<file path="config.mk">
export PLATFORM = sky130hd
export DESIGN_NAME = busController
export DESIGN_NICKNAME = d
export VERILOG_FILES = /design/src/design/dmaSystemPkg.sv /design/src/design/busController.sv
export SDC_FILE = /design/constraint.sdc
export NUM_CORES = 1
export LEC_CHECK = 0
export BUFFER_PORTS_ARGS = -buffer_cell sky130_fd_sc_hd__buf_2
export CORE_UTILIZATION = 35
export DETAILED_ROUTE_END_ITERATION = 6
export PLACE_DENSITY = 0.76
export SLEW_MARGIN = 20
export SYNTH_ARGS = -nofsm -noshare
export SYNTH_HDL_FRONTEND = slang
export SYNTH_SLANG_ARGS = --single-unit
</file>
<file path="constraint.sdc">
create_clock -name clock -period 4.1 [get_ports clock]
set_input_delay 0.82 -clock clock [delete_from_list [all_inputs] [get_ports clock]]
set_output_delay 0.82 -clock clock [all_outputs]
set_load 0.02 [all_outputs]
</file>
<file path="src/design/dmaSystemPkg.sv">
// DMA system shared types
`default_nettype none

package dmaSystemPkg;

    // data path widths
    localparam int wordWidth = 32;
    localparam int regAddrWidth = 5;
    // dma addresses and counts are full words
    localparam int byteAddrWidth = 32;

    // r-format funct codes handled by the alu
    localparam logic [5:0] functAdd = 6'd32;
    localparam logic [5:0] functSub = 6'd34;
    localparam logic [5:0] functAnd = 6'd36;
    localparam logic [5:0] functOr = 6'd37;

    // mips r-format instruction word
    typedef struct packed {
        logic [5:0] op;
        logic [regAddrWidth-1:0] rs;
        logic [regAddrWidth-1:0] rt;
        logic [regAddrWidth-1:0] rd;
        logic [4:0] shamt;
        logic [5:0] funct;
    } rInstr_t;

    // memory word, seen whole or as byte lanes
    // lane 0 sits in bits 7..0
    typedef union packed {
        logic [wordWidth-1:0] word;
        logic [wordWidth/8-1:0][7:0] lanes;
    } memWord_t;

    // transfer request from the outside
    typedef struct packed {
        // 1 copies disk into ram, 0 copies ram into disk
        logic toRam;
        logic [byteAddrWidth-1:0] byteAddress;
        logic [byteAddrWidth-1:0] byteCount;
    } dmaDescriptor_t;

    // one byte moved on the bus
    typedef struct packed {
        logic valid;
        logic toRam;
        logic [byteAddrWidth-1:0] byteAddress;
        logic [7:0] value;
    } byteTransfer_t;

    // retired instruction result
    typedef struct packed {
        logic valid;
        logic [regAddrWidth-1:0] rd;
        logic [wordWidth-1:0] value;
    } commitRecord_t;

endpackage

`default_nettype wire

</file>
<file path="src/design/busController.sv">
// DMA bus arbitration FSM
`timescale 1ns/10ps
`default_nettype none

module busController (
    input wire logic clock,
    input wire logic reset,
    input wire logic dmaRequest,
    input wire dmaSystemPkg::dmaDescriptor_t dmaDescriptor,
    input wire logic holdAck,
    input wire logic moveLast,
    output logic holdRequest,
    output logic moveStart,
    output dmaSystemPkg::dmaDescriptor_t activeDescriptor,
    output logic dmaBusy,
    output logic dmaDone
);

    typedef enum logic [1:0] {
        stateIdle,
        stateRequesting,
        stateMoving,
        stateFinishing
    } busState_t;

    busState_t state;
    busState_t nextState;
    logic acceptRequest;

    // busy from latch until the done cycle
    assign dmaBusy = (state == stateRequesting) || (state == stateMoving);
    // hold the core exactly while busy
    assign holdRequest = dmaBusy;
    // done cycle also gives the bus back
    assign dmaDone = (state == stateFinishing);
    // mover kicked once the core lets go
    assign moveStart = (state == stateRequesting) && holdAck;

    // requests while busy are dropped
    assign acceptRequest = dmaRequest && !dmaBusy;

    always_comb begin
        nextState = state;
        case (state)
            stateIdle: begin
                if (acceptRequest) begin
                    nextState = stateRequesting;
                end
            end
            stateRequesting: begin
                // zero count skips the mover
                if (holdAck) begin
                    if (activeDescriptor.byteCount == '0) begin
                        nextState = stateFinishing;
                    end else begin
                        nextState = stateMoving;
                    end
                end
            end
            stateMoving: begin
                if (moveLast) begin
                    nextState = stateFinishing;
                end
            end
            stateFinishing: begin
                // a new request may land in the done cycle
                nextState = acceptRequest ? stateRequesting : stateIdle;
            end
            default: nextState = stateIdle;
        endcase
    end

    always_ff @(posedge clock) begin
        if (reset) begin
            state <= stateIdle;
        end else begin
            state <= nextState;
        end
    end

    // descriptor captured on acceptance
    always_ff @(posedge clock) begin
        if (acceptRequest) begin
            activeDescriptor <= dmaDescriptor;
        end
    end

endmodule

`default_nettype wire

</file>
# == Word level (Yosys, flattened, before mapping) ==
# Index checks and enable logic that the tools add are counted.
# word_totals
register_bits,67
elab_cells,23
# classes
eq_ne,6
n_reduce_logical,7
mux,6
# ops
cell,count
32-bit zero test,1
2-bit one-hot mux with 4 select lines,1
2-bit 2-to-1 mux,3
2-bit inequality test (second input constant),3
2-bit equality test (second input constant),2
3-bit AND reduction,1
2-bit by 1-bit equality test with 1-bit output (second input constant),1
1-bit logical AND,2
2-bit zero test,1
1-bit 2-to-1 mux,2
1-bit zero test,1
1-bit logical OR,1

# == Depth between registers and ports, before layout ==
# Gate-level depths: netlist of the first run.
# logic_depth
word_depth,6
mapped_depth,7
ltp_nobuf,7

# == Worst setup path before layout of the first run ==
# No wires, ideal clock.
# synth_path
kind,flip-flop to flip-flop
from,register state[0]
to,register state[0]
required_time_ps,4021
stages_incl_launch_ff,8
t_arrival_ps,2860
path_slack_ps,1161
period_less_slack_ps,2939
n_path_buf,0
path_cell_list,dfxtp_1 -> inv_1 -> ha_1 -> nand2b_4 -> inv_1 -> a211oi_1 -> o31a_1 -> a211oi_2
# synth_via
elab_chain_len,6
elab_cells_between_ends,13
# synth_lines
item,line,rtl
"start, declared",busController.sv:26,busState_t state;
"start signal, assigned",busController.sv:75,state <= stateIdle;
"start signal, assigned",busController.sv:77,state <= nextState;
2-bit by 1-bit equality test with 1-bit output / 2-bit equality test (equally long branches),busController.sv:31,assign dmaBusy = (state == stateRequesting) || (state == stateMoving);
1-bit logical OR (*),busController.sv:31,
via dmaBusy,busController.sv:15,"output logic dmaBusy,"
1-bit zero test (*),busController.sv:40,assign acceptRequest = dmaRequest && !dmaBusy;
1-bit logical AND (*),busController.sv:40,
via acceptRequest,busController.sv:28,logic acceptRequest;
1-bit 2-to-1 mux / 2-bit inequality test (equally long branches),n/a,
2-bit one-hot mux with 4 select lines / 3-bit AND reduction (equally long branches),n/a,
# The timed path passes the listed nets; every way through them passes the cells marked *.
# A chain may end at the register's enable or synchronous reset.

# == Final worst setup path of the first run ==
# layout_path
from,register state[0]
to,"register activeDescriptor[43] (netlist bit), enable pin"
# layout_via
elab_chain_len,4
elab_cells_between_ends,5
# layout_lines
item,line,rtl
2-bit by 1-bit equality test with 1-bit output / 2-bit equality test (equally long branches),busController.sv:31,
1-bit logical OR (*),busController.sv:31,
1-bit zero test (*),busController.sv:40,
1-bit logical AND (*),busController.sv:40,
via acceptRequest,busController.sv:28,
"end signal, assigned",busController.sv:84,activeDescriptor <= dmaDescriptor;
"end, declared",busController.sv:14,"output dmaSystemPkg::dmaDescriptor_t activeDescriptor,"
# Marked as above.

==> results of run 1 <==
[worst min-delay path by stage]
stage | slack (ns) | startpoint | endpoint
2_1_floorplan | 0.51 | state[1] | state[1]
3_3_place_gp | 0.54 | state[1] | state[1]
3_5_place_dp | 0.55 | state[1] | state[1]
4_1_cts | 0.57 | state[1] | state[1]
5_1_grt | 0.59 | state[1] | state[1]
6_report | 0.56 | state[1] | state[1]
[cell usage after synthesis, drive strengths merged, types with 2 or more instances]
cell type / instances
edfxtp: 65
nor4: 6
ha: 5
inv: 5
nor2: 3
a211oi: 2
dfxtp: 2
[metal layers]
metal	wire, um	global-route usage (%)	vias up	share of wire (%)
li1	-	-	691	-
met1	1815	16.14	657	37
met2	2398	22.98	80	49
met3	555	9.000	9	11
met4	84	5.614	0	1.7
met5	0	0	-	0
[through the flow]
stage / instance area [um^2] / worst slack (ns) / cells
floorplan: 2233 / 1.161 / 99
global placement: 3018 / 1.721 / 312
detailed placement: 3018 / 1.712 / 312
CTS: 3257 / 1.699 / 328
global route: 3257 / 1.560 / 328
finish: 3257 / 1.736 / 328
[logic make-up after synthesis]
logic type / after synthesis / synth area share (%)
buffers and inverters: 6 / 1.177
DFF: 67 / 89.19
adders and majority gates: 5 / 2.801
AOI/OAI and AO/OA: 4 / 1.737
muxes: 1 / 0.4482
and+or+nand+nor: 16 / 4.649
[registers in the layout, summed over array words and instances (netlist names)]
register          flops
activeDescriptor     65
state                 2
[report_power, final]
part           internal (mW)  total, mW  leakage [nW]  switching (mW)
logic                  0.195      0.639         0.646           0.445
clock network          0.403      0.643         0.117           0.240
registers              0.984       1.05         0.636          0.0655
total                   1.58       2.33          1.40           0.750
[placed cells by master, fill, tap and decap left out, types with 2 or more instances in the layout]
master,netlist,routed
buf_2,0,138
bufinv_16,0,3
clkbuf_8,0,9
dfxtp_1,2,2
edfxtp_1,65,65
ha_1,5,5
inv_1,5,4
nor2_1,3,3
nor4_1,6,6
[worst max-delay path: stages (launching register included)]
cell and delay, ns:
dfxtp_1 0.38, inv_1 0.10, ha_1 0.35, nand2b_4 0.16, inv_2 0.56, buf_4 0.45
[final cells by class]
| type | instances | area (um^2) | share of cell area [%] |
|---|---|---|---|
| clock buffers | 9 | 123.9 | 3.803 |
| flip-flops and latches | 67 | 1992 | 61.16 |
| inverters | 5 | 18.77 | 0.5763 |
| clock inverters | 7 | 115.1 | 3.534 |
| well taps | 75 | 93.84 | 2.881 |
| repair buffers | 139 | 698.2 | 21.44 |
| multi-input cells | 26 | 215.2 | 6.608 |
==> impl_results.md, run 1 <==
- Status: completed
- TritonCTS buffer count: 9
- Hold Crit Class: reg2reg
- Final Power: between 2 and 2.5 mW
- CP endpoint: activeDescriptor[43]
- Synth cell types: 19
- Synthesis warning total: 0
- Initial drt markers: about 70
- Hold Buf Count CTS: 0
- Worst hold path stage count: 2
- Critical Path Start: state[0]
- Mapped Area: approximately 2200 um^2
- Top Ports: about 140
- Synth-to-Final Area Change: 45.83%
- Critical path class: reg2reg
- TritonCTS clock tree: built
- Vias in the first global route: around 1500
- Setup TNS: 0 ns
- Crit path max fanout: 39
- Pin count of the biggest net entering global routing: 40
- Top_reg_cell synth: edfxtp_1
- Max IR drop VDD: 472.4 uV
- Yosys top cell area share: a little under 90%
- Power Density: roughly 700 nW/um^2
- P_leak: roughly 1.4 nW
- Yosys reg bits: 67
- RSZ-0062 raised after global routing: no
- R2r startpoint: state[0]
- Tmin final: between 2 and 2.5 ns
- CTS clock-pin slew for the worst setup and hold paths: approximately 0.07 ns
- GP Congestion: between 0.7 and 0.8
- Sink Count: 67
- Finished Core Util: 54.05%
- Share of layout cells above drive strength 1: ~62%
- Avg Cell Area, Syn: 22.56 um^2
- Antenna violations before repair: 0
- HPWL Detailed: 3691 um
- End of the worst register-to-register path: activeDescriptor[43]
- Post-DRT Antenna Nets: 0
- Chip height: a little over 80 um
- Sequential area share after synthesis: approximately nine tenths
- Max Cap Violations: 0
- # diodes: 0
- Clock buffer depth: 2
- Fillers: between 500 and 600
- Width of the die: approximately 82 um
- Asr flop ratio synth: 0%
- Crit end category: flip-flop
- FF-to-FF path depth: 5
- Final setup violation count: 0
- Fin. Hold Viols: 0
- Core box area: between 6000 and 7000 um^2
- Skew final: around 0.007 ns
- # resized after CTS: 0
- Final period utilization: between 50% and 60%
- DRC violations left: 0
- Post-synth EDFFs: 65
- Slew Limit Fails: 0
- Final Routed Wirelength: roughly 4900 um
- Nets: 323
- Setup bufs post-CTS: 0
- CP required: roughly 4.1 ns
- Cell taking the most area after synthesis: edfxtp_1
- CP Data Arrival Time: ~2.4 ns
- Via density: about 4.4
- Length of the first detailed-routing pass in iterations: 4
- Std-Cell Rows: 28
- I/O Buffers: between 100 and 150
- Clk root buf: clkbuf_8
- Largest cells by area after synthesis: edfxtp_1 (87%), ha_1 (2.8%), dfxtp_1 (1.8%), nor4_1 (1.7%), inv_1 (0.84%)
- Grt ovf: 0
- Mapped Cells: 99
- Tot GR Track Use: 14.68%
- Synthesized Nets: roughly 170
- Routed WL per cell: 14.80 um
- Crit start category: flip-flop
- F_max: 423.0 MHz
- Detailed-route via count: roughly 1400
- Rel. slew slack: roughly 48%
- H-tree depth: 3
- Insertion delay to the later sink of the worst-skew pair: about 0.32 ns
- Starting Density: 37.06%
- Worst R2R Setup Slack: 1.74 ns
- First-pass GRT wire length: a little under 7000 um
- Die ar.: 6704 um^2
- Worst slew pin tran: approximately 0.8 ns
- WHS: 0.5593 ns
Power figures use the tool's default switching activity.
==> run 2, diff against run 1 <==
- ABC_AREA: unset -> 1
- PLACE_DENSITY: 0.76 -> 0.78
- clock period: 4.1 -> 2.1 ns (I/O delays scaled with it)
==> run 2 against run 1 <==
- clock skew is 0.0025 ns higher
- synthesized area is 2.0% higher
- power grew 89%
- wire length is 2.2% lower
- worst hold slack worse by 0.31 ns
- global-route usage down 0.82 points
- setup slack got worse by 1.3 ns
- die area is 2.0% higher
- synthesized cell count increased by 26%
- non-clock buffer count grew 1
- critical path depth unchanged
==> impl_results.md, run 2 <==
- Worst R2R Setup Slack: 0.54 ns (-1.20 ns)
- Yosys top cell area share: 85.67% (-1.7 points)
- Share of layout cells above drive strength 1: 58.78% (-3.7 points)
- Tot GR Track Use: 13.86% (-0.82 points)
- Slew Limit Fails: 0 (unchanged)
- Mapped Cells: 125 (+26%)
- Status: completed
- Clk root buf: clkbuf_8
- Crit start category: flip-flop
- Final period utilization: 77.67%
- Width of the die: 82.69 um (+0.98%)
- Commonest cells after routing, fill and taps aside: buf_2 (138), edfxtp_1 (65), nor2_1 (21)
- Top Ports: 139 (unchanged)
- Final Non-Filler Cells: 356 (+8.5%)
- Hold Buf Count CTS: 0 (unchanged)
- Synth Area in Simple Gates: 7.359% (+2.7 points)
- Clock buffer depth: 2 (unchanged)
- Starting Density: 36.09% (-0.98 points)
- H-tree depth: 3 (unchanged)
- Skew final: 0.009318 ns (+0.002475 ns)
- Detailed-route via count: 1544 (+7.4%)
- # diodes: 0 (unchanged)
- Regs by FF count: activeDescriptor (65), state (2)
- Seq. cell area: 1994 um^2 (+0.13%)
- Mapped Area: 2278 um^2 (+2.0%)
- # resized after CTS: 0 (unchanged)
- Setup bufs post-CTS: 0 (unchanged)
- Length of the first detailed-routing pass in iterations: 4 (unchanged)
- CTS clock-pin slew for the worst setup and hold paths: 0.07 ns (about the same)
- Nets: 350 (+8.4%)
- Tmin final: ~1.6 ns
- Avg Cell Area, Syn: 18.23 um^2 (-19%)
- GP Congestion: 0.7209 (-4.4%)
- Combinational family with the most area after synthesis: simple AND/OR/NAND/NOR gates
- Top_reg_cell synth: edfxtp_1
- Synth-to-Final Area Change: 42.83%
- DRC violations left: 0 (unchanged)
- Asr flop ratio synth: 0% (unchanged)
- RSZ-0062 raised after global routing: no
- Placed insts: 341 (+9.3%)
- Footprint of the multi-input gates: 272.8 um^2 (+27%)
- Slowest CP cell: dfxtp_2
- Antenna violations before repair: 0 (unchanged)
- Die ar.: 6837 um^2 (+2.0%)
- Top-count cell post-synth: edfxtp_1
- P_leak: 1.413 nW (+0.95%)
- Chip height: 82.69 um (+0.98%)
- Crit path max fanout: 4 (-90%)
- Vias in the first global route: 1434 (-1.4%)
- Cell taking the most area after synthesis: edfxtp_1
- Sequential area share after synthesis: 87.42% (-1.8 points)
- Final Power: 4.415 mW (+89%)
- WHS: 0.2531 ns (-0.3062 ns)
- Most common cell after layout, fill and taps aside: buf_2
- Routed WL per cell: 13.34 um (-9.9%)
- Initial drt markers: 63 (-11%)
- Max Cap Violations: 0 (unchanged)
- Biggest register: activeDescriptor
- Final Routed Wirelength: 4749 um (-2.2%)
- Max reg flops: 65 (unchanged)
- Post-DRT Antenna Nets: 0 (unchanged)
- Rel. slew slack: 70.82% (+23 points)
- Worst slew pin tran: 0.4377 ns (-0.3459 ns)
- HPWL Detailed: 3612 um (-2.1%)
- Setup TNS: 0 ns (unchanged)
- Largest cells by area after synthesis: edfxtp_1 (86%), nor2_1 (3.6%), ha_1 (2.7%), nand2_1 (2.0%), dfxtp_1 (1.8%)
- Hold Crit Class: in2reg
- Critical path class: reg2out
- Yosys reg bits: 67 (unchanged)
- Crit end category: primary output
- Finished Core Util: 51.55% (-2.5 points)
- Fillers: 586 (+15%)
- Insertion delay to the later sink of the worst-skew pair: 0.33 ns (about the same)
- Pin count of the biggest net entering global routing: 37 (-7.5%)
- Power Density: 1357 nW/um^2 (+90%)
- Final setup violation count: 0 (unchanged)
- Fin. Hold Viols: 0 (unchanged)
- Post-synthesis adder-cell area fraction: 2.746% (-0.055 points)
- Grt ovf: 0 (unchanged)
- Sink Count: 67 (unchanged)
- Std-Cell Rows: 29 (+3.6%)
- TritonCTS clock tree: built
- Via density: 4.337 (-1.0%)
- TritonCTS buffer count: 9 (unchanged)
- Complex-gate fraction of the synthesized area: 0.9885% (-0.75 points)
- Synthesis warning total: 0 (unchanged)
- Synthesized Nets: 200 (+15%)
- Max incr delay on CP: 0.37 ns (-0.19 ns)
- Synth cell types: 16 (-3)
- Top cells by count, synth: edfxtp_1 (65), nor2_1 (22), nand2_1 (12)
- F_max: around 610 MHz
- Post-synthesis xor/xnor area fraction: 0% (unchanged)
- First-pass GRT wire length: 6472 um (-5.5%)
- CP required: 1.68 ns (-2.41 ns)
- Post-synthesis mux area share: 0% (-0.45 points)
- I/O Buffers: 138 (unchanged)
- Max IR drop VDD: 714.0 uV (+51%)
- Critical path cell sequence: inv_2 -> ha_1 -> nand2_1 -> inv_1 -> buf_2
- CP Data Arrival Time: 1.21 ns (-1.14 ns)
- Post-synth EDFFs: 65 (unchanged)
- Core box area: 6314 um^2 (+4.8%)
run 2: cell types whose count changed in the layout (fill, tap and decap cells not counted), moves of 2 or more:
cell       change
bufinv_16      -3
clkinv_2       +2
dfxtp_1        -2
dfxtp_2        +2
inv_2          +2
nand2_1       +11
nor2_1        +18
nor2_2         +3
nor4_1         -6
run 2: path summary, 6_finish.rpt:
path	cells after the start	to	start
worst max-delay path	5	moveStart	state[1]
worst min-delay path	2	state[1]	reset
worst max register to register	4	activeDescriptor[15]	state[1]
worst min register to register	2	state[1]	state[1]
run 2: cell families (layout without fill, tap and decap cells):
kind of cell / count (synthesis) / in the layout
compound gates: 4 / 4
fa+ha+maj: 5 / 5
buf+inv: 8 / 162
flops: 67 / 67
simple gates: 41 / 41
run 2: area by class of cell:
| cell class | instances | area share, % |
|---|---|---|
| inverters | 7 | 0.8074 |
| multi-input cells | 50 | 8.381 |
| flip-flops and latches | 67 | 61.28 |
| well taps | 77 | 2.960 |
| clock inverters | 5 | 0.9612 |
| repair buffers | 140 | 21.68 |
| clock buffers | 10 | 3.922 |
run 2: per-layer routing:
metal | GRT usage [%] | part of all wire [%] | routed length (um)
met5 | 0 | 0 | 0
met4 | 9.310 | 2.7 | 129
met3 | 5.604 | 9.7 | 459
met2 | 23.03 | 50 | 2380
met1 | 14.30 | 37 | 1779
run 2: power breakdown:
part	switching, mW	internal [mW]	total (mW)	leakage, nW
registers	0.137	1.97	2.11	0.637
logic	0.997	0.434	1.43	0.693
clock network	0.458	0.417	0.875	0.0819
total	1.59	2.82	4.42	1.41
run 2: per-stage QoR:
stage	worst slack, ns	area (um^2)
after floorplan	-0.1078	2301
after global placement	0.5775	3095
after detailed placement	0.5355	3095
after CTS	0.4412	3254
after global routing	0.3647	3254
final	0.4690	3254
run 2: critical path, delay by kind of cell (launching register included):
family / cells / cell delay (ns)
adder cells (fa/ha/maj): 1 / 0.21
flip-flops: 1 / 0.37
buffers and inverters: 3 / 0.24
AND/OR/NAND/NOR: 1 / 0.07
